[src/cpuPkg.sv]
// CPU shared types
`default_nettype none

package cpuPkg;

  typedef logic [15:0] wordT;    // Data and instruction word
  typedef logic [2:0]  regAddrT; // Register index
  typedef logic [3:0]  condT;    // Jump condition code

  // Condition codes, 0 to 4 pick a flag
  localparam condT condZero     = 4'd0;
  localparam condT condNeg      = 4'd1;
  localparam condT condCarry    = 4'd2;
  localparam condT condOverflow = 4'd3;
  localparam condT condAlways   = 4'd4;
  localparam condT condNone     = 4'd15; // Never jumps

  typedef struct packed {
    logic zero;
    logic negative;
    logic carry;
    logic overflow;
    logic alwaysTrue;
  } flagsT;

  // Instruction format, bits 15:14
  typedef enum logic [1:0] {
    fmtJump  = 2'b00,
    fmtConst = 2'b01,
    fmtAlu   = 2'b10,
    fmtByte  = 2'b11
  } fmtT;

  // Jump kind, bits 13:12 of a format-00 word
  typedef enum logic [1:0] {
    jmpFalse  = 2'b00,
    jmpTrue   = 2'b01,
    jmpAlways = 2'b10,
    jmpLink   = 2'b11 // Bit 11 low links, high is a plain register jump
  } jmpT;

  typedef enum logic [4:0] {
    aluAdd    = 5'b00000,
    aluSub    = 5'b00001,
    aluAnd    = 5'b00010,
    aluOr     = 5'b00011,
    aluXor    = 5'b00100,
    aluNot    = 5'b00101,
    aluShl    = 5'b00110,
    aluShr    = 5'b00111,
    aluPassA  = 5'b01000,
    aluPassB  = 5'b01001,
    aluLoad   = 5'b01010,
    aluStore  = 5'b01011,
    aluByteLo = 5'b01100, // Byte constant into low half
    aluByteHi = 5'b01101  // Byte constant into high half
  } aluOpT;

  typedef enum logic [1:0] {
    fetchS     = 2'b00,
    decodeS    = 2'b01,
    executeS   = 2'b10,
    writebackS = 2'b11
  } stateT;

  typedef enum logic [1:0] {
    wbAlu   = 2'b00,
    wbPcInc = 2'b01,
    wbMem   = 2'b10,
    wbConst = 2'b11
  } wbSelT;

  typedef struct packed {
    regAddrT selA;
    regAddrT selB;
    regAddrT selDest;
    logic    regWe;
    logic    memWe;
    logic    flagWe;
    logic    fetch;        // Instruction register load
    logic    pcInc;
    logic    jumpEn;
    logic    jumpPolarity; // High jumps on a set flag
    logic    jumpReg;
    condT    cond;
    aluOpT   aluOp;
    wbSelT   wbSel;
    wordT    immediate;
    logic    useImm;
  } ctrlT;

endpackage

`default_nettype wire

[src/regFile.sv]
// Register file
`timescale 1ns/1ps
`default_nettype none

module regFile (
  input  logic            clock,
  input  logic            rstN,
  input  cpuPkg::regAddrT selA,
  input  cpuPkg::regAddrT selB,
  input  cpuPkg::regAddrT wrAddr,
  input  logic            we,
  input  cpuPkg::wordT    wrData,
  output cpuPkg::wordT    rdA,
  output cpuPkg::wordT    rdB
);
  import cpuPkg::*;

  wordT regs [8];

  always_ff @(posedge clock) begin
    if (!rstN) begin
      for (int i = 0; i < 8; i++) begin
        regs[i] <= '0;
      end
    end else if (we) begin
      regs[wrAddr] <= wrData;
    end
  end

  // Reads see the old value during a write
  assign rdA = regs[selA];
  assign rdB = regs[selB];

endmodule

`default_nettype wire

[config.mk]
export PLATFORM = sky130hd
export DESIGN_NAME = regFile
export DESIGN_NICKNAME = d
export VERILOG_FILES = /design/src/cpuPkg.sv /design/src/regFile.sv
export SDC_FILE = /design/constraint.sdc
export NUM_CORES = 1
export LEC_CHECK = 0
export BUFFER_PORTS_ARGS = -buffer_cell sky130_fd_sc_hd__buf_4
export CORE_MARGIN = 2
export CORE_UTILIZATION = 35
export CTS_CLUSTER_DIAMETER = 200
export DETAILED_ROUTE_END_ITERATION = 10
export HOLD_SLACK_MARGIN = 0.15
export PLACE_DENSITY_LB_ADDON = 0.25
export SETUP_SLACK_MARGIN = 0.4
export SLEW_MARGIN = 20
export SYNTH_ARGS = -nofsm -noshare
export SYNTH_HDL_FRONTEND = slang
export SYNTH_SLANG_ARGS = --single-unit
[constraint.sdc]
create_clock -name clock -period 3.1 [get_ports clock]
set_input_delay 0.31 -clock clock [delete_from_list [all_inputs] [get_ports clock]]
set_output_delay 0.31 -clock clock [all_outputs]
set_load 0.01 [all_outputs]
==> reports/qor.csv <==
stage,metric,value,unit
synth,synth_fp_nets,458,
global_routing,grt_pass1_wl,26600,um
route,dr.pass1.iters,6,
clock_tree,clock_tree.htree_level_count,4,
die,die_w,144,um
route,routed_wl,17300,um
synth,ys_seq_area_frac,0.559,
placement,hpwl,10400,um
route,drt_iter0_drc,378,
timing,max_freq,0.449,GHz
synth,netlist_instances,430,
timing,finalSetupViolCount,0,
clock_tree,post_cts_resize_count,0,
clock_tree,cts_buffers,17,
final_layout,nets,507,
synth,yosys_warnings,0,
route,drc_errors,0,
placement,place_congestion,0.771,
flow_run,drv_cap,0,
die,core,19400,um2
timing,finalMaxSlewViolations,0,
global_routing,grt_remaining_overflow,0,
route,via_per_inst,5.57,
power_and_ir_drop,ir_drop,0.000386,V
route,ant_nets,0,
die,start_util,0.354,
final_layout,drive_above_1_share,0.294,
placement,io_buffers,59,
timing,period_share,0.718,
timing,period_minus_slack,2.23,ns
global_routing,antenna_found_initial,0,
critical_path,critical_path.startpoint_type,primary input,
final_layout,reg.largest.list,regs (128),
synth,synth.distinct_cells,17,
timing,hold_viol_final,0,
critical_path,arrival,1.92,ns
timing,rsz0062_at_grt,false,
timing,tightestPinTransition,0.738,ns
global_routing,grt.total_usage,0.177,
timing,slew_headroom,0.505,
die,die_area,20800,um2
critical_path,cp_max_fo,32,
global_routing,grt_max_degree,69,
status,status,finished clean,
clock_tree,cts_tree,built,
clock_tree,clkSinkCount,128,
global_routing,grt_pass1_vias,4446,
synth,synth.avg_cell_area,16.0,um2
critical_path,required,2.79,ns
timing,setup_slack,0.873,ns
clock_tree,cts_setup_buffers,0,
power_and_ir_drop,p_leak,2.74,nW
clock_tree,cts.hold.buffers_added,0,
final_layout,num_antenna_cells,0,
timing,hold-worst-slack,0.392,ns
route,num_vias,4203,
clock_tree,clockBufferDepth,2,
critical_path,crit_type,primary input to output pin,
synth,synth_seq_cells,128,
final_layout,syn_to_final_growth,18.0,%
die,ioPinCount,60,
final_layout,layout_common_cells,"128 x nor3_1, 128 x edfxtp_1, 77 x buf_4, 56 x mux4_1, 32 x mux2_2",
power_and_ir_drop,p_per_area,556,nW/um2
timing,tns,0,ns
final_layout,largest_register_ffs,128,
final_layout,top_register,regs,
synth,syn_area,6880,um2
worst_hold_path,hp-class,primary input to register,
die,num_rows,51,
placement,dp_slack,0.865,ns
critical_path,cp-end-kind,output pin,
clock_tree,cts.clk_slew.worst_paths,0.06,ns
clock_tree,cts-root-buf,clkbuf_16,
route,wl_per_cell,22.9,um
die,dieHeight,144,um
-- path summary, 6_finish.rpt --
check	from	end	slack, ns	cells after the start
worst max-delay path	selA[0]	rdA[11]	0.87	4
worst min-delay path	wrData[3]	regs[4][3]	0.39	3
-- per-layer routing --
layer	vias to the layer above	track usage	share of wire
met2	118	0.306	0.52
met1	2167	0.221	0.41
li1	1899	-	-
met5	-	0	0
met3	19	0.0348	0.044
met4	0	0.0654	0.017
-- layout make-up --
type	instances	area, um2
tap	265	332
clock inverter	10	96.3
fill	1794	11300
multi-input combinational	238	2750
clock buffer	20	437
inverter	16	60.1
sequential	128	3840
timing repair buffer	78	598
-- logic make-up after synthesis --
| logic type | after synthesis | synth area share |
|---|---|---|
| flip-flops | 128 | 0.559 |
| multiplexers | 96 | 0.293 |
| AO/OA/AOI/OAI | 8 | 0.00582 |
| AND/OR/NAND/NOR | 134 | 0.0983 |
| buffers and inverters | 64 | 0.0444 |
-- critical path, cell delays in order --
cell	delay, ns
buf_4	0.46
mux4_1	0.66
mux2_2	0.32
buf_4	0.15
-- cells in the mapped netlist --
cell	n	share of area
buf_1	9	0.0049
buf_2	2	0.0015
buf_6	8	0.013
clkbuf_1	27	0.015
clkbuf_2	2	0.0015
clkinv_1	16	0.0087
edfxtp_1	128	0.56
mux2_2	32	0.052
mux4_1	56	0.21
mux4_2	8	0.026
nand2_1	1	0.00055
nand2b_1	2	0.0018
nand3_1	1	0.00073
nand3b_1	1	0.0011
nor3_1	128	0.093
o21ai_0	8	0.0058
or2_2	1	0.00091
-- metrics by stage --
stage / util / cell area, um2 / power (mW) / cells
after floorplan: - / 6880 / 2.46 / 430
after global placement: 0.390 / 7570 / 2.70 / 725
after detailed placement: 0.390 / 7570 / 2.72 / 725
after CTS: 0.418 / 8110 / 4.55 / 755
after global routing: 0.418 / 8110 / 4.67 / 755
final: 0.418 / 8110 / 4.51 / 755
-- where the power goes --
group	internal, mW	switching, mW
clock network	1.15	0.679
logic	0.302	0.307
registers	2.02	0.0503
total	3.47	1.04
Power figures use the tool's default switching activity.
