===== config.mk =====
export PLATFORM = sky130hd
export DESIGN_NAME = dataMem
export DESIGN_NICKNAME = d
export VERILOG_FILES = /design/src/cpuPkg.sv /design/src/dataMem.sv
export SDC_FILE = /design/constraint.sdc
export NUM_CORES = 2
export LEC_CHECK = 0
export BUFFER_PORTS_ARGS = -buffer_cell sky130_fd_sc_hd__buf_4
export CORE_MARGIN = 4
export CORE_UTILIZATION = 30
export DETAILED_ROUTE_END_ITERATION = 10
export SKIP_LAST_GASP = 1
export SYNTH_ARGS = -nofsm -noshare
export SYNTH_HDL_FRONTEND = slang
export SYNTH_SLANG_ARGS = --single-unit

===== constraint.sdc =====
create_clock -name clock -period 7.5 [get_ports clock]
set_input_delay 0.75 -clock clock [delete_from_list [all_inputs] [get_ports clock]]
set_output_delay 0.75 -clock clock [all_outputs]
set_load 0.01 [all_outputs]

===== src/cpuPkg.sv =====
// CPU shared types
`default_nettype none

package cpuPkg;

  typedef logic [15:0] wordT;    // Data and instruction word
  typedef logic [2:0]  regAddrT; // Register index
  typedef logic [3:0]  condT;    // Jump condition code

  // Condition codes, 0 to 4 pick a flag
  localparam condT condZero     = 4'd0;
  localparam condT condNeg      = 4'd1;
  localparam condT condCarry    = 4'd2;
  localparam condT condOverflow = 4'd3;
  localparam condT condAlways   = 4'd4;
  localparam condT condNone     = 4'd15; // Never jumps

  typedef struct packed {
    logic zero;
    logic negative;
    logic carry;
    logic overflow;
    logic alwaysTrue;
  } flagsT;

  // Instruction format, bits 15:14
  typedef enum logic [1:0] {
    fmtJump  = 2'b00,
    fmtConst = 2'b01,
    fmtAlu   = 2'b10,
    fmtByte  = 2'b11
  } fmtT;

  // Jump kind, bits 13:12 of a format-00 word
  typedef enum logic [1:0] {
    jmpFalse  = 2'b00,
    jmpTrue   = 2'b01,
    jmpAlways = 2'b10,
    jmpLink   = 2'b11 // Bit 11 low links, high is a plain register jump
  } jmpT;

  typedef enum logic [4:0] {
    aluAdd    = 5'b00000,
    aluSub    = 5'b00001,
    aluAnd    = 5'b00010,
    aluOr     = 5'b00011,
    aluXor    = 5'b00100,
    aluNot    = 5'b00101,
    aluShl    = 5'b00110,
    aluShr    = 5'b00111,
    aluPassA  = 5'b01000,
    aluPassB  = 5'b01001,
    aluLoad   = 5'b01010,
    aluStore  = 5'b01011,
    aluByteLo = 5'b01100, // Byte constant into low half
    aluByteHi = 5'b01101  // Byte constant into high half
  } aluOpT;

  typedef enum logic [1:0] {
    fetchS     = 2'b00,
    decodeS    = 2'b01,
    executeS   = 2'b10,
    writebackS = 2'b11
  } stateT;

  typedef enum logic [1:0] {
    wbAlu   = 2'b00,
    wbPcInc = 2'b01,
    wbMem   = 2'b10,
    wbConst = 2'b11
  } wbSelT;

  typedef struct packed {
    regAddrT selA;
    regAddrT selB;
    regAddrT selDest;
    logic    regWe;
    logic    memWe;
    logic    flagWe;
    logic    fetch;        // Instruction register load
    logic    pcInc;
    logic    jumpEn;
    logic    jumpPolarity; // High jumps on a set flag
    logic    jumpReg;
    condT    cond;
    aluOpT   aluOp;
    wbSelT   wbSel;
    wordT    immediate;
    logic    useImm;
  } ctrlT;

endpackage

`default_nettype wire


===== src/dataMem.sv =====
// Data memory
`timescale 1ns/1ps
`default_nettype none

module dataMem #(
  parameter int dataDepth = 256
) (
  input  logic         clock,
  input  logic         we,
  input  cpuPkg::wordT addr,
  input  cpuPkg::wordT wrData,
  output cpuPkg::wordT rdData
);
  import cpuPkg::*;

  localparam int addrW = $clog2(dataDepth);

  wordT mem [dataDepth];

  always_ff @(posedge clock) begin
    if (we) begin
      mem[addr[addrW-1:0]] <= wrData;
    end
  end

  assign rdData = mem[addr[addrW-1:0]]; // Address wraps at depth

endmodule

`default_nettype wire


==> results.md <==
* Status: finished, violations left
* Violated checks: max-slew violations
* Max Clock Freq at 161 MHz
* Peak VDD IR at 0.237 mV
* Die Y at 727 µm
* Max reg flops at 4,096
* Fin crit period at 6.21 ns
* Max Cap Viol at 0
* ANT nets after route at 0
* Net count after synthesis at 6,745
* DR DRC count at 0
* Total Power at 47,400 µW
* YS warnings at 0
* Crit end category: output pin
* Initial antenna violation count at 26
* GRT Total Usage at 14.6%
* Critical path launch point type: input pin
* Final hold viol count at 0
* Root Buffer Master: clkbuf_16
* Congestion Overflow GR at 0
* Post-CTS sizing at 0
* Register area share after synthesis at 79.3%
* DR WL/cell at 27.5 µm
* Placed wire-length estimate at 231,000 µm
* RSZ-0062 raised after global routing: false
* IO Port Bufs at 41
* Vias at 73,829
* H-tree Lvls at 5
* Die ar. at 528,000 µm²
* Most frequent cells in the layout: edfxtp_1 (4,096), mux4_2 (1,024), a22oi_1 (512)
* I/O Pins at 50
* #FFs+latches synth at 4,096
* Vias per cell at 5.12
* Number of fill cells at 47,186
* Clk slew on worst S/H paths at 0.06 ns
* Number of global-route vias before repair at 74,635
* Period utilisation layout at 82.8%
* Delay of the slowest cell on the worst path at 1.19 ns
* Nets at 7,210
* Hold Path Sink: mem[208][2]
* Clock Sinks at 4,096
* Inserted Clock Buffers at 409
* Share of cells above drive strength 1 at 29.0%
* Slowest cell on crit path: o41ai_2
* Area grow syn2layout at 15.7%
* Hold path cells at 1
* Final slew viol count at 112
* Critical Path Fanout Max at 75
* 1st-pass router iterations at 6
* Cell Chain, Critical Path: buf_8 > buf_12 > mux4_2 > a22oi_1 > a21oi_1 > o41ai_2 > nand4_1 > buf_4
* Total Wirelength at 397,000 µm
* Post-CTS setup buffers at 0
* Least-Margin Pin Slew at 1.62 ns
* CTS tree: done
* Synth Instances at 6,711
* Die W at 727 µm
* Initial Util at 30.2%
* First-pass GRT wire length at 564,000 µm
* Core box area at 514,000 µm²
* Hold WC Path Type: in2reg
* Setup CP Type: in2out
* Data arrival time of the worst path at 5.46 ns
* Core Rows at 263
* Synth unique cells at 21
* Syn Std Cell Area at 155,000 µm²
* Worst EP required at 6.75 ns
* Max clock buf depth at 4
* Pin count of the biggest net entering global routing at 200
* Worst rel slew slack at -8.13%
* Pleak at 0.0540 µW
* Syn avg cell area at 23.1 µm²
* Most common library cell in the layout ignoring fill and taps: edfxtp_1
* Hold_sp: wrData[2]
* Setup TNS at 0 ns
* Post-CTS Hold Fix Bufs at 0
* GP Congestion at 0.796
* DRT iter0 DRCs at 9,525
* Pwr Density at 264 nW/µm²
* Final-report setup violation count at 0
-- cell type report --
| class | count | area, µm² | area share, % |
|---|---|---|---|
| sequential | 4096 | 123000 | 68.6 |
| multi-input combinational | 2194 | 30600 | 17.0 |
| clock buffer | 491 | 10600 | 5.92 |
| tap | 6890 | 8620 | 4.81 |
| timing repair buffer | 474 | 4110 | 2.29 |
| clock inverter | 261 | 2440 | 1.36 |
| antenna | 7 | 17.5 | 0.00977 |
| inverter | 1 | 3.75 | 0.00209 |
-- where the power goes --
part	switching, µW	internal [µW]	leakage [µW]
clock	8520	11500	0.00643
sequential	10.5	25200	0.0368
combinational	1430	728	0.0108
-- stage by stage --
step / setup slack (ns) / utilization (%) / instances / hold slack, ns / area (µm²)
floorplan: 3.97 / - / 6711 / 0.849 / 155000
global placement: 1.31 / 32.4 / 13655 / 1.16 / 166000
detailed placement: 1.37 / 32.4 / 13655 / 1.18 / 166000
CTS: 1.36 / 34.9 / 14407 / 0.148 / 179000
global route: 1.29 / 34.9 / 14408 / 0.185 / 179000
finish: 1.29 / 34.9 / 14414 / 0.210 / 179000
-- worst max-delay path by stage --
stage                endpoint  slack, ns  depth (start not counted)  startpoint
CTS                 rdData[9]       1.36                          8     addr[1]
detailed placement  rdData[9]       1.37                          8     addr[1]
global route        rdData[9]       1.29                          8     addr[1]
floorplan           rdData[0]       3.97                          9     addr[1]
finish              rdData[9]       1.29                          8     addr[1]
global placement    rdData[9]       1.31                          8     addr[1]
-- layer usage --
metal / GRT usage (%) / vias up / share of wire, %
met5: 0 / - / 0.014
met4: 4.73 / 8 / 3.5
li1: - / 29958 / -
met1: 20.2 / 39988 / 40
met2: 23.4 / 3278 / 48
met3: 2.66 / 597 / 8.4
-- cells by family (layout without fill, tap and decap cells) --
family                 count (synthesis)  after routing  share of synthesized area, %
multiplexers                        1024           1024                          14.9
flip-flops                          4096           4096                          79.3
AND/OR/NAND/NOR                      338            338                         0.909
other                                  0              7                             0
AO/OA/AOI/OAI                        832            832                          3.67
buffers and inverters                421           1227                          1.24
-- cell usage after synthesis --
cell type / instances / area, µm²
a21oi_1: 256 / 1280
a22oi_1: 512 / 3840
and2_1: 3 / 18.8
buf_1: 54 / 203
buf_2: 76 / 380
buf_4: 16 / 120
buf_6: 25 / 282
clkbuf_1: 249 / 935
edfxtp_1: 4096 / 123000
inv_1: 1 / 3.75
mux4_2: 1024 / 23100
nand2_1: 28 / 105
nand2b_1: 6 / 37.5
nand3_1: 13 / 65.1
nand4_1: 16 / 100
nor2_1: 232 / 871
nor2b_1: 7 / 43.8
nor3_1: 30 / 150
o41ai_1: 64 / 561
or2_2: 2 / 12.5
or3_1: 1 / 6.26
-- worst max-delay path: cells and delay by family --
kind	cells	cell delay, ns
muxes	1	0.40
AOI/OAI and AO/OA	3	1.65
buffers and inverters	3	1.34
and+or+nand+nor	1	0.90
No activity file was read; power rests on OpenSTA's default activity.
