==> config.mk <==
export PLATFORM = sky130hd
export DESIGN_NAME = progMem
export DESIGN_NICKNAME = d
export VERILOG_FILES = /design/src/cpuPkg.sv /design/src/progMem.sv
export SDC_FILE = /design/constraint.sdc
export NUM_CORES = 2
export LEC_CHECK = 0
export BUFFER_PORTS_ARGS = -buffer_cell sky130_fd_sc_hd__buf_2
export CAP_MARGIN = 15
export CORE_MARGIN = 10
export CORE_UTILIZATION = 60
export CTS_BUF_LIST = sky130_fd_sc_hd__clkbuf_8
export DETAILED_ROUTE_END_ITERATION = 8
export GPL_ROUTABILITY_DRIVEN = 0
export PLACE_DENSITY = 0.78
export SYNTH_ARGS = -nofsm -noshare
export SYNTH_HDL_FRONTEND = slang
export SYNTH_SLANG_ARGS = --single-unit
==> constraint.sdc <==
create_clock -name clock -period 3.35 [get_ports clock]
set_input_delay 0.1675 -clock clock [delete_from_list [all_inputs] [get_ports clock]]
set_output_delay 0.1675 -clock clock [all_outputs]
set_load 0.005 [all_outputs]
==> src/cpuPkg.sv <==
// CPU shared types
`default_nettype none

package cpuPkg;

  typedef logic [15:0] wordT;    // Data and instruction word
  typedef logic [2:0]  regAddrT; // Register index
  typedef logic [3:0]  condT;    // Jump condition code

  // Condition codes, 0 to 4 pick a flag
  localparam condT condZero     = 4'd0;
  localparam condT condNeg      = 4'd1;
  localparam condT condCarry    = 4'd2;
  localparam condT condOverflow = 4'd3;
  localparam condT condAlways   = 4'd4;
  localparam condT condNone     = 4'd15; // Never jumps

  typedef struct packed {
    logic zero;
    logic negative;
    logic carry;
    logic overflow;
    logic alwaysTrue;
  } flagsT;

  // Instruction format, bits 15:14
  typedef enum logic [1:0] {
    fmtJump  = 2'b00,
    fmtConst = 2'b01,
    fmtAlu   = 2'b10,
    fmtByte  = 2'b11
  } fmtT;

  // Jump kind, bits 13:12 of a format-00 word
  typedef enum logic [1:0] {
    jmpFalse  = 2'b00,
    jmpTrue   = 2'b01,
    jmpAlways = 2'b10,
    jmpLink   = 2'b11 // Bit 11 low links, high is a plain register jump
  } jmpT;

  typedef enum logic [4:0] {
    aluAdd    = 5'b00000,
    aluSub    = 5'b00001,
    aluAnd    = 5'b00010,
    aluOr     = 5'b00011,
    aluXor    = 5'b00100,
    aluNot    = 5'b00101,
    aluShl    = 5'b00110,
    aluShr    = 5'b00111,
    aluPassA  = 5'b01000,
    aluPassB  = 5'b01001,
    aluLoad   = 5'b01010,
    aluStore  = 5'b01011,
    aluByteLo = 5'b01100, // Byte constant into low half
    aluByteHi = 5'b01101  // Byte constant into high half
  } aluOpT;

  typedef enum logic [1:0] {
    fetchS     = 2'b00,
    decodeS    = 2'b01,
    executeS   = 2'b10,
    writebackS = 2'b11
  } stateT;

  typedef enum logic [1:0] {
    wbAlu   = 2'b00,
    wbPcInc = 2'b01,
    wbMem   = 2'b10,
    wbConst = 2'b11
  } wbSelT;

  typedef struct packed {
    regAddrT selA;
    regAddrT selB;
    regAddrT selDest;
    logic    regWe;
    logic    memWe;
    logic    flagWe;
    logic    fetch;        // Instruction register load
    logic    pcInc;
    logic    jumpEn;
    logic    jumpPolarity; // High jumps on a set flag
    logic    jumpReg;
    condT    cond;
    aluOpT   aluOp;
    wbSelT   wbSel;
    wordT    immediate;
    logic    useImm;
  } ctrlT;

endpackage

`default_nettype wire

==> src/progMem.sv <==
// Instruction memory
`timescale 1ns/1ps
`default_nettype none

module progMem #(
  parameter int progDepth = 256
) (
  input  logic         clock,
  input  logic         we,
  input  cpuPkg::wordT wrAddr,
  input  cpuPkg::wordT wrData,
  input  cpuPkg::wordT rdAddr,
  input  logic         fetch,
  output cpuPkg::wordT instr
);
  import cpuPkg::*;

  localparam int addrW = $clog2(progDepth);

  wordT mem [progDepth];

  always_ff @(posedge clock) begin
    if (we) begin
      mem[wrAddr[addrW-1:0]] <= wrData; // Program port
    end
    if (fetch) begin
      instr <= mem[rdAddr[addrW-1:0]];
    end
  end

endmodule

`default_nettype wire

==> metrics <==
setup violators final=3; CP bufs+invs=1; Worst-Skew Late Latency=1110 ps; Mapped Cells=7,360; CTS tree=done; synthesis-stage register bit count=about 4,100; CTS sink count=4,112; Synth Net Count=7,411; CP Capture Type=register; Die H=534.6 um; clk_skew=92.65 ps; RSZ-0062 raised after global routing=false; total gr overflow=0; synth unique cells=about 50; Logic pwr share=around 5.6%; CTS clk-pin slew, worst paths=approximately 70 ps; cell repeated most along the worst path=mux4_2; Slew Viols, Final=0; Final Util=67.90%; DRC errors left=0; Die Area=roughly 290,000 um2; Max Root-Sink Buffers=4; crit-path max cell delay=slightly above 1000 ps; Pwr Density=556.1 nW/um2; All-Layer GR Usage=about 28%; EDFF count, synth=approximately 4,000; Psw=about 22 mW; Synth Flop Type=edfxtp_1; layout cells sized above 1=27.17%; Synth-to-Final Area Change=12.39%; clk root buf=clkbuf_8; Fmax=0.2922 GHz; global-route wire length before repair=~580 mm; most frequent cells in the layout=4,112 x edfxtp_1, 797 x mux4_2, 641 x clkbuf_8; Worst path top cell family by delay=compound AO/OA/AOI/OAI gates; CP Launch Type=register; initial antenna violation count=20; warning count from the yosys run=0; switching share of total power=22.55%; Die Wd=534.6 um; crit share post-route=102.2%; post-DP HPWL=246.4 mm; VDD IR-drop max=0.0004468 V; DRT iter0 DRCs=12,240; Post-CTS Setup Inserts=0; Rel. slew slack=19.81%; CP max stage cell=o32ai_1; Crit Path Class=register to register; core area=263,000 um2; H-Tree Depth=6; Seq pwr share=a little under three fifths; status=complete, but fails checks; Layout Cells excl Fill=12,290; Syn Area/Cell=21.59 um2; power share of the clock group=37.2%; fin crit period=approximately 3400 ps; Synth Cell Area=158,900 um2; placed insts=about 11,000; number of global-route vias before repair=82,600; I/O pin total=67; total CTS buffers=624; I/O Buffers=50; PnR worst setup slack=-72.45 ps; First-pass DRT Iterations=6; failing checks=setup timing; Pint=between 70 and 80 mW; number of max-cap violations=0; critical path required time=4130 ps; FFs w/ async S/R, synth=0%; final net count=8,340; vias per cell=a little under 7; worst-path cell chain=mux4_2 > mux4_2 > a22o_1 > o32ai_1 > buf_4 > nor4_1; DR WL/cell=between 30 and 40 um; pin count of the biggest net entering global routing=~150; Worst-Margin Slew=1199 ps; Critical Path Fanout Max=1; Vias=82,660; sequential share of the synthesized area=77.72%; FP Rows=188; commonest non-fill, non-tap cell in the layout=edfxtp_1; Lkg Pwr=58.12 nW; Hold Path Class=input port to register; effective utilization at floorplan=about three fifths; CP arrival=4210 ps; Final Hold Viols=0; Detail Route Antenna Nets=0; final wirelength=403.8 mm
-- logic make-up after synthesis --
family	after synthesis	synth area share (%)
flip-flops	4112	77.72
multiplexers	1450	15.48
AO/OA/AOI/OAI	786	3.534
AND/OR/NAND/NOR	556	1.573
buffers and inverters	456	1.692
-- synthesized netlist by cell type (all sizes together) (3+ instances only) --
cell	instances	area share, %
inv	4	0.0094
a22o	32	0.18
a21oi	175	0.55
a221oi	28	0.15
o221ai	253	1.4
mux4	797	11
o32ai	21	0.12
o22ai	148	0.58
a2111oi	6	0.033
nand4b	3	0.017
nand2	38	0.090
nand2b	3	0.012
nor2b	9	0.035
o31ai	16	0.076
edfxtp	4112	78
nand4	26	0.10
mux2i	565	3.6
or2	5	0.020
clkbuf	230	0.54
nor4	18	0.075
a211oi	18	0.085
a22oi	43	0.20
nor3	92	0.29
o21ai	38	0.12
a31oi	6	0.024
and3	11	0.043
buf	222	1.1
mux2	88	0.62
nand3	35	0.11
nor2	304	0.72
-- flip-flops by register name, summed over array words and instances (netlist names) --
name / flops
instr: 16
mem: 4096
-- per-layer routing --
layer	global-route usage (%)	vias to the layer above	share of wire [%]
met5	0	-	0.032
met4	11.62	18	4.8
met3	8.004	1014	13
met2	42.76	6070	47
met1	38.30	42350	35
li1	-	33210	-
-- power by group through the flow --
stage | Clock (mW) | Combinational, mW | Sequential (mW)
2_1_floorplan | 0 | 2.80 | 57.9
3_3_place_gp | 0 | 5.22 | 57.9
3_5_place_dp | 0 | 5.39 | 57.9
4_1_cts | 37.3 | 5.44 | 56.8
5_1_grt | 39.5 | 5.72 | 56.8
6_report | 36.9 | 5.53 | 56.8
-- layout make-up --
type	count	area (um2)
Clock inverter	456	2108
Antenna cell	19	47.55
Multi-Input combinational cell	2792	32820
Tap cell	3515	4398
Inverter	4	27.53
Sequential cell	4112	123500
Clock buffer	641	8822
Timing Repair Buffer	755	6864
Fill cell	15550	84420
-- repair_timing --
action	4_1_cts	5_1_grt
hold buffers	28	0
hold endpoints to repair	3613	0
endpoints found under the setup margin	1	0
resized for setup	1	0
-- final timing paths --
check | start | to | slack (ps) | cells after the start
worst max-delay path | mem[26][7]$_DFFE_PP_ | instr[7]$_DFFE_PP_ | -70 | 6
worst min-delay path | wrData[1] | mem[107][1]$_DFFE_PP_ | 80 | 2
worst max register to register | mem[26][7]$_DFFE_PP_ | instr[7]$_DFFE_PP_ | -70 | 6
worst min register to register | mem[96][8]$_DFFE_PP_ | instr[8]$_DFFE_PP_ | 1160 | 6
-- metrics by stage --
stage	worst slack [ps]	hold slack, ps	total power [mW]	TNS (ps)	instance area [um2]
after global routing	30.63	71.07	102.0	0	178500
after floorplan	933.6	266.4	60.67	0	158900
after detailed placement	-611.0	553.0	63.29	-2969	167300
after CTS	11.89	22.33	99.55	0	178500
after global placement	-620.0	540.3	63.12	-2628	167300
final	-72.45	84.12	99.31	-154.5	178600
(Power assumes the default switching activity.)
