## config.mk

```make
export PLATFORM = sky130hd
export DESIGN_NAME = controlFsm
export DESIGN_NICKNAME = d
export VERILOG_FILES = /design/src/cpuPkg.sv /design/src/controlFsm.sv
export SDC_FILE = /design/constraint.sdc
export NUM_CORES = 1
export LEC_CHECK = 0
export BUFFER_PORTS_ARGS = -buffer_cell sky130_fd_sc_hd__buf_2
export CAP_MARGIN = 20
export CORE_ASPECT_RATIO = 1.2
export CORE_UTILIZATION = 38
export CTS_BUF_LIST = sky130_fd_sc_hd__clkbuf_2 sky130_fd_sc_hd__clkbuf_4 sky130_fd_sc_hd__clkbuf_8
export DETAILED_ROUTE_END_ITERATION = 12
export PLACE_DENSITY = 0.84
export SLEW_MARGIN = 0
export SYNTH_ARGS = -nofsm -noshare
export SYNTH_HDL_FRONTEND = slang
export SYNTH_SLANG_ARGS = --single-unit
```

## constraint.sdc

```tcl
create_clock -name clock -period 1.8 [get_ports clock]
set_input_delay 0.36 -clock clock [delete_from_list [all_inputs] [get_ports clock]]
set_output_delay 0.36 -clock clock [all_outputs]
set_load 0.005 [all_outputs]
```

## src/cpuPkg.sv

```systemverilog
// CPU shared types
`default_nettype none

package cpuPkg;

  typedef logic [15:0] wordT;    // Data and instruction word
  typedef logic [2:0]  regAddrT; // Register index
  typedef logic [3:0]  condT;    // Jump condition code

  // Condition codes, 0 to 4 pick a flag
  localparam condT condZero     = 4'd0;
  localparam condT condNeg      = 4'd1;
  localparam condT condCarry    = 4'd2;
  localparam condT condOverflow = 4'd3;
  localparam condT condAlways   = 4'd4;
  localparam condT condNone     = 4'd15; // Never jumps

  typedef struct packed {
    logic zero;
    logic negative;
    logic carry;
    logic overflow;
    logic alwaysTrue;
  } flagsT;

  // Instruction format, bits 15:14
  typedef enum logic [1:0] {
    fmtJump  = 2'b00,
    fmtConst = 2'b01,
    fmtAlu   = 2'b10,
    fmtByte  = 2'b11
  } fmtT;

  // Jump kind, bits 13:12 of a format-00 word
  typedef enum logic [1:0] {
    jmpFalse  = 2'b00,
    jmpTrue   = 2'b01,
    jmpAlways = 2'b10,
    jmpLink   = 2'b11 // Bit 11 low links, high is a plain register jump
  } jmpT;

  typedef enum logic [4:0] {
    aluAdd    = 5'b00000,
    aluSub    = 5'b00001,
    aluAnd    = 5'b00010,
    aluOr     = 5'b00011,
    aluXor    = 5'b00100,
    aluNot    = 5'b00101,
    aluShl    = 5'b00110,
    aluShr    = 5'b00111,
    aluPassA  = 5'b01000,
    aluPassB  = 5'b01001,
    aluLoad   = 5'b01010,
    aluStore  = 5'b01011,
    aluByteLo = 5'b01100, // Byte constant into low half
    aluByteHi = 5'b01101  // Byte constant into high half
  } aluOpT;

  typedef enum logic [1:0] {
    fetchS     = 2'b00,
    decodeS    = 2'b01,
    executeS   = 2'b10,
    writebackS = 2'b11
  } stateT;

  typedef enum logic [1:0] {
    wbAlu   = 2'b00,
    wbPcInc = 2'b01,
    wbMem   = 2'b10,
    wbConst = 2'b11
  } wbSelT;

  typedef struct packed {
    regAddrT selA;
    regAddrT selB;
    regAddrT selDest;
    logic    regWe;
    logic    memWe;
    logic    flagWe;
    logic    fetch;        // Instruction register load
    logic    pcInc;
    logic    jumpEn;
    logic    jumpPolarity; // High jumps on a set flag
    logic    jumpReg;
    condT    cond;
    aluOpT   aluOp;
    wbSelT   wbSel;
    wordT    immediate;
    logic    useImm;
  } ctrlT;

endpackage

`default_nettype wire

```

## src/controlFsm.sv

```systemverilog
// Control unit FSM and decoder
`timescale 1ns/1ps
`default_nettype none

module controlFsm (
  input  logic          clock,
  input  logic          rstN,
  input  logic          run,
  input  cpuPkg::wordT  instr,
  output cpuPkg::stateT state,
  output cpuPkg::ctrlT  ctrl
);
  import cpuPkg::*;

  stateT nextState;
  ctrlT  dec;      // Decoded fields without strobes
  logic  wantReg;  // Instruction writes a register
  logic  wantMem;  // Store
  logic  wantFlag; // ALU op that updates flags
  condT  condCode;

  always_ff @(posedge clock) begin
    if (!rstN) begin
      state <= fetchS;
    end else begin
      state <= nextState;
    end
  end

  always_comb begin
    unique case (state)
      fetchS:     nextState = run ? decodeS : fetchS; // Held here while run is low
      decodeS:    nextState = executeS;
      executeS:   nextState = writebackS;
      default:    nextState = fetchS;
    endcase
  end

  always_comb begin
    dec          = '0;
    dec.aluOp    = aluPassA;
    dec.wbSel    = wbAlu;
    dec.cond     = condNone;
    wantReg      = 1'b0;
    wantMem      = 1'b0;
    wantFlag     = 1'b0;
    condCode     = condNone;
    if (state != fetchS) begin
      unique case (fmtT'(instr[15:14]))
        fmtAlu: begin
          dec.selDest = instr[13:11];
          dec.selA    = instr[5:3];
          dec.selB    = instr[2:0];
          dec.aluOp   = aluOpT'(instr[10:6]);
          if (instr[10:6] == aluStore) begin
            wantMem = 1'b1;
          end else if (instr[10:6] == aluLoad) begin
            wantReg   = 1'b1;
            dec.wbSel = wbMem;
          end else begin
            wantReg  = 1'b1;
            wantFlag = 1'b1;
          end
        end
        fmtConst: begin
          dec.selDest   = instr[13:11];
          dec.immediate = {{5{instr[10]}}, instr[10:0]}; // Sign-extended 11 bits
          dec.wbSel     = wbConst;
          wantReg       = 1'b1;
        end
        fmtByte: begin
          dec.selDest   = instr[13:11];
          dec.selA      = instr[13:11]; // Old value keeps the other half
          dec.immediate = {8'h00, instr[7:0]};
          dec.useImm    = 1'b1;
          dec.aluOp     = instr[10] ? aluByteHi : aluByteLo;
          wantReg       = 1'b1;
        end
        default: begin
          unique case (jmpT'(instr[13:12]))
            jmpFalse, jmpTrue: begin
              dec.jumpEn       = 1'b1;
              dec.jumpPolarity = instr[12];
              dec.immediate    = {{8{instr[7]}}, instr[7:0]};
              condCode         = instr[11:8];
            end
            jmpAlways: begin
              dec.jumpEn       = 1'b1;
              dec.jumpPolarity = 1'b1;
              dec.immediate    = {{4{instr[11]}}, instr[11:0]};
              condCode         = condAlways; // Evaluated like a taken condition
            end
            default: begin
              dec.jumpReg = 1'b1;
              dec.selB    = instr[2:0];
              if (!instr[11]) begin // Link into r7
                dec.selDest = 3'd7;
                dec.wbSel   = wbPcInc;
                wantReg     = 1'b1;
              end
            end
          endcase
        end
      endcase
    end
  end

  // Strobes follow the state
  always_comb begin
    ctrl       = dec;
    ctrl.fetch = (state == fetchS) && run;
    if (state == executeS) begin
      ctrl.flagWe = wantFlag;
      ctrl.cond   = condCode;
    end
    if (state == writebackS) begin
      ctrl.regWe = wantReg;
      ctrl.memWe = wantMem;
      ctrl.pcInc = 1'b1;
    end
  end

  // Instruction word holds until the instruction ends
  assert property (@(posedge clock) disable iff (!rstN)
    state inside {executeS, writebackS} |-> $stable(instr));

endmodule

`default_nettype wire

```

==> impl_results.md <==
- Req. time, crit path: approximately 1.4 ns
- # diodes: 0
- Max-cap violation count: 0
- Die footprint: approximately 2000 µm²
- Clock root buffer master: clkbuf_4
- Fmax: around 520 MHz
- Design Power: around 690 µW
- Sequential area share after synthesis: 5.70%
- Global Route Usage Sum: between 30% and 40%
- Crit end category: output pin
- Run status: finished, violations left
- WHS Path Cells: 2
- Regs by FF count: state x2
- Worst Setup Path Type: in2out
- CTS Hold Bufs: 0
- Clock sink total: 2
- Grt total ovfl: 0
- RSZ-0062 raised after global routing: yes
- Setup TNS: -0.934 ns
- CTS buffer count: 3
- Core Area: ~1700 µm²
- Final hold violation count: 0
- Clk buf depth: 2
- Max incr delay on CP: around 0.38 ns
- CTS tree: yes
- NetSw: approximately 300 µW
- Via count: about 1100
- Die height: just under 50 µm
- Worst Path Max Fanout: 8
- Fillers: 105
- Mapped Nets: approximately 130
- Critical-path top delay cell: a211oi_4
- FF-to-FF setup slack: a little over 0.6 ns
- #FFs+latches synth: 2
- Setup violators final: 14
- Port Buffers: 65
- Clk pwr share: between 10 and 15%
- Final clock period utilization by the worst path: 107%
- Die Wd: around 41 µm
- DRC viols: 0
- Final Wtd Congestion: ~0.84
- Max Slew Vio Count: 0
- HPWL Detailed: 2.12 mm
- Worst Slack Setup Final: -0.121 ns
- Later-pin clock latency in the skew report: 0.23 ns
- H-tree level count: 1
- Final min period: just under 2 ns
- Sw Ratio: between 40 and 50%
- First-pass GRT wire length: approximately 4.5 mm
- Power per cell area: around 500 nW/µm²
- DR vias/cell: around 5.6
- Initial antenna violation count: 0
- Worst min path class: in2reg
- Drt first pass iters: 6
- CP arrival: roughly 1.6 ns
- Failing checks: setup timing
- Max FFs per register: 2
- Max_slew headroom: 76.0%
- Register-to-Register Path Depth: 6
- Initial Util: about two fifths
- Largest Register: state
- Cell count after synthesis: 106
- Routed Antenna Nets: 0
- Clock transition time at the flip-flop clock pins of the worst setup and hold paths: roughly 0.03 ns
- Leakage power: about 0.00076 µW
- Synth Warn #: 0
- Worst-Margin Slew: between 0.3 and 0.4 ns
- Setup slack at placement: -0.216 ns
- Part of the power in combinational logic: 76.4%
- Drt wl/cell: ~16 µm
- DR iter-0 viols: 38
- Post-synth cell types: 30
- CP cell instances: buf_8 -> ha_4 -> or2_4 -> a211oi_4 -> and2_1 -> buf_2
- Row count: 16
- Pin count of the biggest net entering global routing: 13
- I/O pin cnt: 66
- Area growth from synthesis to layout: 101%
- VDD IR max: between 0.4 and 0.5 mV
- Layout cell share with drive strength beyond 1: approximately 67%
- Clk_skew: 0.00952 ns
- Mean Syn Cell Area: 6.62 µm²
- Worst setup SP type: primary input
- Post-synthesis cell area: ~700 µm²
- Sequential power share: under 10%
- Vias in the first global route: between 1000 and 1500
- Final WL: 3.25 mm
- Fin nets: 215
- Internal: around 400 µW
routing by layer:
| layer | routed length [µm] | GRT usage [%] |
|---|---|---|
| met2 | 1740 | 54.2 |
| met5 | 0 | 0 |
| met3 | 246 | 2.28 |
| met1 | 1120 | 32.3 |
| met4 | 137 | 15.1 |
power by group through the flow:
stage / Sequential, µW / Clock, µW / Combinational, µW
after floorplan: 61.5 / 0 / 194
after global placement: 57.2 / 0 / 373
after detailed placement: 58.1 / 0 / 388
after CTS: 61.1 / 108 / 456
after global routing: 62.3 / 106 / 572
final: 61.1 / 103 / 531
kinds of logic (layout without fill, tap and decap cells):
family | Yosys count | in the layout | share of synthesized area [%]
simple gates | 48 | 48 | 38.7
compound gates | 24 | 24 | 22.1
mux | 4 | 4 | 5.70
fa+ha+maj | 8 | 8 | 14.3
flops | 2 | 2 | 5.70
buf+inv | 20 | 100 | 13.5
per-stage QoR:
| step | utilization [%] | cell area, µm² | std cells | hold WS, ns |
|---|---|---|---|---|
| floorplan | - | 702 | 106 | 0.482 |
| global placement | 67.6 | 1140 | 197 | 0.571 |
| detailed placement | 67.6 | 1140 | 197 | 0.594 |
| CTS | 74.9 | 1260 | 203 | 0.350 |
| global route | 83.8 | 1410 | 204 | 0.362 |
| finish | 83.8 | 1410 | 204 | 0.350 |
synthesized netlist by cell type:
cell	number	area share, %
dfxtp_1	2	5.7
o311ai_0	1	1.2
nor4_1	1	0.89
nand4_1	1	0.89
and4_1	2	2.5
inv_1	11	5.9
nand2_1	5	2.7
a31o_2	3	3.7
and3_1	3	2.7
nor4_2	1	1.8
o211ai_1	1	1.1
o32ai_1	1	1.2
nand2b_1	1	0.89
a211oi_2	1	1.8
and2_1	16	14
a21oi_1	5	3.6
o21ai_0	10	7.1
buf_2	4	2.9
nor2_1	9	4.8
ha_1	8	14
or2_0	1	0.89
nor2b_1	2	1.8
clkbuf_1	1	0.53
and2b_1	1	1.1
nor3_1	3	2.1
a41oi_1	1	1.2
o21a_1	1	1.1
mux2i_1	4	5.7
buf_4	4	4.3
nand3_1	2	1.4
critical path, delay by kind of cell:
kind | cells | cell delay (ns)
adder cells (fa/ha/maj) | 1 | 0.16
AND/OR/NAND/NOR | 2 | 0.44
buffers and inverters | 2 | 0.22
AO/OA/AOI/OAI | 1 | 0.38
what timing repair did:
item                                    in CTS  in global routing
resized for setup                           23                 37
pin swaps                                   12                  9
endpoints found under the setup margin      40                 38
buffers inserted                             3                  1
cells in the final DEF, fill, tap and decap left out, types with 2 or more instances in the layout:
| cell | count |
|---|---|
| and4_1 | 2 |
| buf_2 | 61 |
| inv_2 | 4 |
| and3_4 | 2 |
| mux2i_1 | 4 |
| o21ai_2 | 5 |
| ha_1 | 2 |
| nor3_2 | 2 |
| clkbuf_4 | 4 |
| buf_4 | 18 |
| o21ai_0 | 5 |
| a21oi_1 | 5 |
| ha_2 | 2 |
| a31o_2 | 2 |
| ha_4 | 4 |
| buf_6 | 3 |
| inv_1 | 7 |
| nor4_4 | 2 |
| nor2_2 | 3 |
| buf_12 | 2 |
| nor2_1 | 6 |
| and2_1 | 16 |
| dfxtp_2 | 2 |
| nand2_1 | 5 |
path summary, 6_finish.rpt:
kind,startpoint,endpoint
max,instr[13],ctrl[2]
min,rstN,state[1]
max reg2reg,state[0],state[0]
min reg2reg,state[1],state[0]
area by class of cell:
cell class | count | area (µm²) | area share [%]
Timing Repair Buffer | 86 | 537 | 38.1
Tap cell | 18 | 22.5 | 1.60
Multi-Input combinational cell | 84 | 743 | 52.8
Inverter | 11 | 41.3 | 2.93
Sequential cell | 2 | 42.5 | 3.02
Clock buffer | 3 | 22.5 | 1.60
Power figures use the tool's default switching activity.
