===== src/cpuPkg.sv =====
// CPU shared types
`default_nettype none

package cpuPkg;

  typedef logic [15:0] wordT;    // Data and instruction word
  typedef logic [2:0]  regAddrT; // Register index
  typedef logic [3:0]  condT;    // Jump condition code

  // Condition codes, 0 to 4 pick a flag
  localparam condT condZero     = 4'd0;
  localparam condT condNeg      = 4'd1;
  localparam condT condCarry    = 4'd2;
  localparam condT condOverflow = 4'd3;
  localparam condT condAlways   = 4'd4;
  localparam condT condNone     = 4'd15; // Never jumps

  typedef struct packed {
    logic zero;
    logic negative;
    logic carry;
    logic overflow;
    logic alwaysTrue;
  } flagsT;

  // Instruction format, bits 15:14
  typedef enum logic [1:0] {
    fmtJump  = 2'b00,
    fmtConst = 2'b01,
    fmtAlu   = 2'b10,
    fmtByte  = 2'b11
  } fmtT;

  // Jump kind, bits 13:12 of a format-00 word
  typedef enum logic [1:0] {
    jmpFalse  = 2'b00,
    jmpTrue   = 2'b01,
    jmpAlways = 2'b10,
    jmpLink   = 2'b11 // Bit 11 low links, high is a plain register jump
  } jmpT;

  typedef enum logic [4:0] {
    aluAdd    = 5'b00000,
    aluSub    = 5'b00001,
    aluAnd    = 5'b00010,
    aluOr     = 5'b00011,
    aluXor    = 5'b00100,
    aluNot    = 5'b00101,
    aluShl    = 5'b00110,
    aluShr    = 5'b00111,
    aluPassA  = 5'b01000,
    aluPassB  = 5'b01001,
    aluLoad   = 5'b01010,
    aluStore  = 5'b01011,
    aluByteLo = 5'b01100, // Byte constant into low half
    aluByteHi = 5'b01101  // Byte constant into high half
  } aluOpT;

  typedef enum logic [1:0] {
    fetchS     = 2'b00,
    decodeS    = 2'b01,
    executeS   = 2'b10,
    writebackS = 2'b11
  } stateT;

  typedef enum logic [1:0] {
    wbAlu   = 2'b00,
    wbPcInc = 2'b01,
    wbMem   = 2'b10,
    wbConst = 2'b11
  } wbSelT;

  typedef struct packed {
    regAddrT selA;
    regAddrT selB;
    regAddrT selDest;
    logic    regWe;
    logic    memWe;
    logic    flagWe;
    logic    fetch;        // Instruction register load
    logic    pcInc;
    logic    jumpEn;
    logic    jumpPolarity; // High jumps on a set flag
    logic    jumpReg;
    condT    cond;
    aluOpT   aluOp;
    wbSelT   wbSel;
    wordT    immediate;
    logic    useImm;
  } ctrlT;

endpackage

`default_nettype wire


===== src/aluFlags.sv =====
// ALU, flags and jump tester
`timescale 1ns/1ps
`default_nettype none

module aluFlags (
  input  logic          clock,
  input  logic          rstN,
  input  cpuPkg::ctrlT  ctrl,
  input  cpuPkg::wordT  opA,
  input  cpuPkg::wordT  opB,
  output cpuPkg::wordT  result,
  output cpuPkg::flagsT flags,
  output logic          takeJump
);
  import cpuPkg::*;

  wordT  opBSel;
  logic  carryOut;
  logic  ovfOut;
  flagsT flagReg;
  logic  flagBit;

  assign opBSel = ctrl.useImm ? ctrl.immediate : opB;

  always_comb begin
    carryOut = 1'b0;
    ovfOut   = 1'b0;
    unique case (ctrl.aluOp)
      aluAdd: begin
        {carryOut, result} = {1'b0, opA} + {1'b0, opBSel};
        ovfOut = (opA[15] == opBSel[15]) && (result[15] != opA[15]);
      end
      aluSub: begin
        {carryOut, result} = {1'b0, opA} - {1'b0, opBSel}; // Carry is borrow
        ovfOut = (opA[15] != opBSel[15]) && (result[15] != opA[15]);
      end
      aluAnd:    result = opA & opBSel;
      aluOr:     result = opA | opBSel;
      aluXor:    result = opA ^ opBSel;
      aluNot:    result = ~opA;
      aluShl:    {carryOut, result} = {opA, 1'b0};
      aluShr:    {result, carryOut} = {1'b0, opA};
      aluPassB:  result = opBSel;
      aluByteLo: result = {opA[15:8], opBSel[7:0]};
      aluByteHi: result = {opBSel[7:0], opA[7:0]};
      default:   result = opA; // passA, load and store address
    endcase
  end

  always_ff @(posedge clock) begin
    if (!rstN) begin
      flagReg <= '0;
    end else if (ctrl.flagWe) begin
      flagReg.zero     <= (result == '0);
      flagReg.negative <= result[15];
      flagReg.carry    <= carryOut;
      flagReg.overflow <= ovfOut;
    end
  end

  always_comb begin
    flags            = flagReg;
    flags.alwaysTrue = 1'b1;
  end

  always_comb begin
    unique case (ctrl.cond)
      condZero:     flagBit = flags.zero;
      condNeg:      flagBit = flags.negative;
      condCarry:    flagBit = flags.carry;
      condOverflow: flagBit = flags.overflow;
      condAlways:   flagBit = flags.alwaysTrue;
      default:      flagBit = 1'b0;
    endcase
    // Unknown codes and code 15 never jump
    takeJump = (ctrl.cond <= condAlways) && (flagBit == ctrl.jumpPolarity);
  end

  assert property (@(posedge clock) disable iff (!rstN)
    ctrl.flagWe |-> !(ctrl.aluOp inside {aluLoad, aluStore}));

endmodule

`default_nettype wire


===== config.mk =====
export PLATFORM = sky130hd
export DESIGN_NAME = aluFlags
export DESIGN_NICKNAME = d
export VERILOG_FILES = /design/src/cpuPkg.sv /design/src/aluFlags.sv
export SDC_FILE = /design/constraint.sdc
export NUM_CORES = 1
export LEC_CHECK = 0
export BUFFER_PORTS_ARGS = -buffer_cell sky130_fd_sc_hd__clkbuf_2
export CORE_MARGIN = 2
export CORE_UTILIZATION = 60
export CTS_CLUSTER_SIZE = 25
export DETAILED_ROUTE_END_ITERATION = 8
export PLACE_DENSITY_LB_ADDON = 0.2
export SYNTH_ARGS = -nofsm -noshare
export SYNTH_HDL_FRONTEND = slang
export SYNTH_SLANG_ARGS = --single-unit

===== constraint.sdc =====
create_clock -name clock -period 15.4 [get_ports clock]
set_input_delay 3.08 -clock clock [delete_from_list [all_inputs] [get_ports clock]]
set_output_delay 3.08 -clock clock [all_outputs]
set_load 0.03 [all_outputs]

==> results of run 1 <==
## critical path, stage by stage
cell	delay, ps
clkbuf_2	450
mux2i_1	500
inv_1	190
ha_1	260
a211oi_1	490
o211ai_1	220
nand4_1	260
nand3_1	150
a221oi_1	480
nand2_1	140
a41oi_1	560
clkbuf_2	300
## power groups by stage
stage,clock network (mW),registers (mW),logic (mW)
detailed placement,0,0.0115,0.153
global placement,0,0.0114,0.149
finish,0.0219,0.0114,0.158
floorplan,0,0.0124,0.110
CTS,0.0222,0.0114,0.153
global route,0.0232,0.0114,0.171
## per-stage QoR
stage,total power [mW],utilization (%),area (um2)
after floorplan,0.1224,-,3724
after global placement,0.1609,68.51,4080
after detailed placement,0.1641,68.51,4080
after CTS,0.1868,69.20,4121
after global routing,0.2053,69.20,4121
final,0.1911,69.20,4121
## cells by family after synthesis
| group | synth area share, % |
|---|---|
| compound gates | 34.61 |
| xor+xnor | 2.823 |
| fa+ha+maj | 19.56 |
| buf+inv | 8.736 |
| flops | 2.151 |
| mux | 7.426 |
| other cells | 0.1007 |
| simple gates | 24.60 |
## area by class of cell
| type | instances | area (um2) |
|---|---|---|
| Tap cell | 75 | 93.84 |
| Multi-Input combinational cell | 460 | 3323 |
| Fill cell | 555 | 1834 |
| Clock buffer | 3 | 41.29 |
| Inverter | 44 | 165.2 |
| Sequential cell | 4 | 80.08 |
| Timing Repair Buffer | 83 | 417.9 |
## Yosys cell counts, types with 4 or more instances
master | instances | area (um2)
a22oi_1 | 9 | 67.56
o211ai_1 | 7 | 52.55
nor3_1 | 16 | 80.08
o21ai_0 | 25 | 125.1
nand4_1 | 7 | 43.79
a211oi_1 | 13 | 97.59
nand2b_1 | 11 | 68.82
a22o_1 | 5 | 43.79
o32ai_1 | 4 | 35.03
buf_4 | 4 | 30.03
a21oi_1 | 52 | 260.3
buf_2 | 4 | 20.02
or4_1 | 5 | 37.54
xnor2_1 | 9 | 78.83
nor2b_1 | 8 | 50.05
inv_1 | 44 | 165.2
clkbuf_1 | 18 | 67.56
nor2_1 | 48 | 180.2
o22ai_1 | 10 | 62.56
mux2i_1 | 15 | 150.1
nand3b_1 | 5 | 37.54
dfxtp_1 | 4 | 80.08
a21o_1 | 7 | 52.55
a2111oi_0 | 4 | 35.03
or3_1 | 6 | 37.54
mux2_2 | 8 | 90.09
o2111ai_1 | 6 | 52.55
o21bai_1 | 4 | 30.03
ha_1 | 55 | 688.2
a221oi_1 | 8 | 70.07
nand2_1 | 35 | 131.4
nand3_1 | 11 | 55.05
and3_1 | 5 | 31.28
a31oi_1 | 4 | 25.02
## routing by layer
metal	share of wire, %	vias up
met1	40	2100
met4	4.9	0
met2	45	326
met5	0	-
met3	10	72
li1	-	2140
## worst min path at each step
stage	endpoint	slack, ps	cells past startpoint
after CTS	flags[4]	510	2
final	flags[4]	510	2
after global placement	flags[4]	480	2
after global routing	flags[4]	530	2
after floorplan	flags[4]	610	2
after detailed placement	flags[4]	490	2
==> flow_metrics.tcl, run 1 <==
set metrics [dict create \
    final_layout_size_suffix_gt1_share_pct 17.68 \
    p_sw_share_pct 55.93 \
    hold_path.class "flop to flop" \
    start_util_pct 62.52 \
    layout.nets 732 \
    cts_inserted_buffers 3 \
    rows 28 \
    use_met3_pct 4.978 \
    r2r_setup_slack_ps 14690 \
    worstPathMaxFanout 16 \
    crit_required_ps 12320 \
    whs_ps 507.1 \
    core_area_um2 5956 \
    synthFlopType "dfxtp_1" \
    p_int_uw 84.22 \
    critPathCaptureType "output port" \
    instances_no_fill 669 \
    grt-ovfl-total 0 \
    area_delta_synth_final_pct 10.69 \
    seq_area_frac_synth_pct 2.151 \
    r2r_start "flags[2]" \
    switchingPower_uw 106.9 \
    die-area_um2 6852 \
    routed_via_density 6.933 \
    grt_pass1_vias 4075 \
    slew_headroom_pct 26.62 \
    pwr-share-comb_pct 82.6 \
    synth_cell_types 73 \
    synth-async-reset-ratio_pct 0 \
    layout_common_cells "clkbuf_2, ha_1, a21oi_1" \
    fin_ws_ps 5237 \
    met2_usage_pct 61.29 \
    path_clk_slew_ps 30 \
    drtAntennaViolNets 0 \
    clockPowerShare_pct 11.5 \
    ys_seq_elements 4 \
    synth_warnings 0 \
    htreeDepth 1 \
    gp_congestion 1.000 \
    min_period_ps 10160 \
    drt_wl_total_um 13150 \
    wl_per_cell_um 19.66 \
    grt_max_degree 24 \
    max_freq_ghz 0.09840 \
    die_w_um 82.78 \
    reg2reg_depth 2 \
    initialDrtViolationCount 547 \
    die_y_um 82.78 \
    grt-busiest-layer "met2" \
    maxCapViolCount 0 \
    tns_ps 0 \
    gr-usage-all-layers_pct 37.80 \
    worstSetupPathType "primary input to output port" \
    drc 0 \
    worst_pin_slew_ps 1097 \
    ir_drop_uv 50.74 \
    startpoint_type "primary input" \
    p_seq_share_pct 6.0 \
    place_ws_ps 5346 \
    clock_sinks 4 \
    synthesis.area_um2 3724 \
    syn-num-nets 675 \
    cts_tree "done" \
    cts_root_buf "clkbuf_8" \
    leakagePower_nw 1.911 \
    setup_viol 0 \
    antenna_found_initial 0 \
    cts_hold_buf 0 \
    dp_hpwl_um 10000 \
    slew_viol_final 0 \
    n_antenna_cell 0 \
    worstSkewPairLatency_ps 220 \
    fin_crit_sh_pct 65.99 \
    synth-edff-count 0 \
    synthCells 539 \
    grt_pass1_wl_um 20100 \
    drt_pass1_iterations 6 \
    status "completed" \
    io_pins 101 \
    place_inst 666 \
    hp-start "flags[4]" \
    cts_buffer_depth 2 \
    hold_viol 0 \
    avgSynthCellArea_um2 6.908 \
    port_buffers 82 \
    arrival_ps 7080 \
    mostFrequentLayoutCell "clkbuf_2" \
    reg2reg_to "flags[2]" \
    use_met1_pct 49.42 \
    largest_reg_flops 4 \
    power_density_nw_per_um2 46.38 \
    vias 4638 \
    crit_start "ctrl[0]" \
    post_cts_buffers 0 \
    rsz0062_at_grt "no" \
    ctsResizeCount 0 \
    clock_skew_ps 0 \
    setup.worst_path.end "result[15]" \
]
Power figures use the tool's default switching activity.
==> run 2, diff against run 1 <==
--- a/config.mk
+++ b/config.mk
@@ -5,9 +5,10 @@
 export SDC_FILE = /design/constraint.sdc
 export NUM_CORES = 1
 export LEC_CHECK = 0
+export ABC_AREA = 1
 export BUFFER_PORTS_ARGS = -buffer_cell sky130_fd_sc_hd__clkbuf_2
 export CORE_MARGIN = 2
-export CORE_UTILIZATION = 60
+export CORE_UTILIZATION = 57
 export CTS_CLUSTER_SIZE = 25
 export DETAILED_ROUTE_END_ITERATION = 8
 export PLACE_DENSITY_LB_ADDON = 0.2
==> constraint.sdc (replaced) <==
create_clock -name clock -period 10.1 [get_ports clock]
set_input_delay 2.02 -clock clock [delete_from_list [all_inputs] [get_ports clock]]
set_output_delay 2.02 -clock clock [all_outputs]
set_load 0.03 [all_outputs]
==> run 2 against run 1 <==
- register-to-register slack got worse by 5300 ps
- critical path depth grew 7
- first-iteration DRC count rose by 54%
- synthesized cell count is 72% higher
- non-clock buffer count rose by 2
- core utilization shrank 4.3 points
- sequential share of layout area shrank 0.35 points
==> flow_metrics.tcl, run 2 <==
set metrics [dict create \
    mostFrequentLayoutCell "nand2_1" \
    startpoint_type "primary input" \
    ir_drop_uv 34.60 \
    slew_viol_final 0 \
    wl_per_cell_um 14.42 \
    clock_sinks 4 \
    synth-edff-count 0 \
    vias 6008 \
    fin_ws_ps 3129 \
    die_w_um 93.34 \
    synth_cell_types 36 \
    cp_slowest_stage_delay_ps 450 \
    area_delta_synth_final_pct 10.23 \
    gp_congestion 0.9988 \
    drtAntennaViolNets 0 \
    die-area_um2 8712 \
    status "completed" \
    layout.nets 1130 \
    grt-ovfl-total 0 \
    min_period_ps 6971 \
    path_clk_slew_ps 30 \
    yosys.area_share.simple_pct 56.90 \
    antenna_found_initial 0 \
    gr-usage-all-layers_pct 35.98 \
    worst_pin_slew_ps 789.7 \
    synth_top_family_by_area "simple AND/OR/NAND/NOR gates" \
    worstPathCellList "clkbuf_2, inv_1, nand2_1, nand2_1, ha_1, fa_1, inv_1, nand3_1, nand2_1, nand2_1, nand2_1, nand3_1, nand2_1, nand2_1, nand3_1, nand3_1, nand2_1, inv_1, clkbuf_2" \
    whs_ps 481.8 \
    rsz0062_at_grt "no" \
    slew_headroom_pct 47.30 \
    arrival_ps 4950 \
    hold_path.class "flop to flop" \
    largest_reg_flops 4 \
    worstSetupPathType "primary input to output port" \
    start_util_pct 58.87 \
    fillers 834 \
    initialDrtViolationCount 843 \
    rows 32 \
    synthesis.area_um2 4549 \
    cp_common_cell "nand2_1" \
    port_buffers 82 \
    leakagePower_nw 3.087 \
    fin_area_um2 5015 \
    place_inst 1091 \
    post-synth-top-area-cell "nand2_1" \
    drt_wl_total_um 15770 \
    synth.top_cell.area_share_pct 26.73 \
    multi_input_area_um2 3740 \
    synth_xor_area_share_pct 0.5776 \
    synthCells 925 \
    cts_buffer_depth 2 \
    place_ws_ps 3175 \
    final_core_util_pct 64.90 \
    cts_inserted_buffers 3 \
    synth_common_cells "nand2_1, inv_1, nor2_1" \
    grt_pass1_vias 5277 \
    finalPower_uw 316.5 \
    worstPathMaxFanout 20 \
    final_layout_size_suffix_gt1_share_pct 11.19 \
    hold_viol 0 \
    crit_slowest_cell "fa_1" \
    synthFlopType "dfxtp_1" \
    syn-num-nets 1061 \
    dpl_cell_area_um2 4974 \
    fin_crit_sh_pct 69.02 \
    cts_root_buf "clkbuf_8" \
    ctsResizeCount 0 \
    post_cts_buffers 0 \
    grt_pass1_wl_um 25010 \
    synth_mux_area_share_pct 0.2200 \
    layout_common_cells "nand2_1, inv_1, nor2_1" \
    final-seq-area_um2 80.08 \
    cts_tree "done" \
    die_y_um 93.34 \
    crit_required_ps 8080 \
    drt_pass1_iterations 7 \
    io_pins 101 \
    clock_skew_ps 0 \
    avgSynthCellArea_um2 4.918 \
    tns_ps 0 \
    netlist_top_cells_area "nand2_1, ha_1, nand3_1" \
    yosysMostFrequentCell "nand2_1" \
    htreeDepth 1 \
    cts_hold_buf 0 \
    seq_area_frac_synth_pct 1.760 \
    synth_compound_area_share_pct 8.416 \
    grt_max_degree 21 \
    worstSkewPairLatency_ps 220 \
    dp_hpwl_um 13060 \
    core_area_um2 7727 \
    power_density_nw_per_um2 63.11 \
    n_antenna_cell 0 \
    critPathCaptureType "output port" \
    maxCapViolCount 0 \
    max_freq_ghz 0.1435 \
    synth_warnings 0 \
    routed_via_density 5.492 \
    ys_seq_elements 4 \
    drc 0 \
    synth_adder_area_share_pct 16.01 \
    setup_viol 0 \
    instances_no_fill 1094 \
    synth-async-reset-ratio_pct 0 \
]
run 2: changes by cell type after synthesis, sizes merged, moves of 9 or more:
cell,before,now
xnor2,9,0
nand4,7,16
nand2b,12,0
nor3,17,5
nor2,48,131
mux2i,16,1
a22oi,9,0
a211oi,13,0
inv,44,158
nand2,35,331
nand3,11,117
a21oi,52,30
clkbuf,19,1
run 2: worst paths after layout:
check | start | slack [ps] | to | cells past startpoint
worst max-delay path | ctrl[0] | 3130 | result[14] | 19
worst min-delay path | flags[2] | 480 | flags[2] | 2
worst max register to register | flags[1] | 9400 | flags[1] | 4
worst min register to register | flags[2] | 480 | flags[2] | 2
run 2: logic make-up (layout without fill, tap and decap cells):
kind of cell	Yosys count	after routing
buf+inv	179	246
flops	4	4
compound gates	70	70
fa+ha+maj	57	57
other cells	1	1
simple gates	610	610
xor+xnor	3	3
mux	1	1
run 2: layout make-up:
class,instances,share of cell area [%]
Multi-Input combinational cell,742,74.58
Tap cell,102,2.545
Sequential cell,4,1.597
Clock buffer,3,0.8234
Inverter,158,11.83
Timing Repair Buffer,85,8.633
run 2: report_power, final:
group | internal [mW] | total, mW | switching (mW)
clock | 0.0254 | 0.0340 | 0.00853
sequential | 0.0165 | 0.0169 | 0.000407
combinational | 0.0806 | 0.266 | 0.185
run 2: per-layer routing:
metal | share of wire (%) | global-route usage, % | wire (um) | vias to the layer above
met2 | 43 | 57.13 | 6819 | 364
li1 | - | - | - | 3014
met4 | 2.9 | 12.50 | 465 | 0
met1 | 43 | 50.63 | 6845 | 2591
met5 | 0 | 0 | 0 | -
met3 | 10 | 3.304 | 1643 | 39
run 2: worst max-delay path: cells and delay by family:
kind | cells | cell delay (ps)
fa+ha+maj | 2 | 750
simple gates | 12 | 1260
buf+inv | 5 | 900
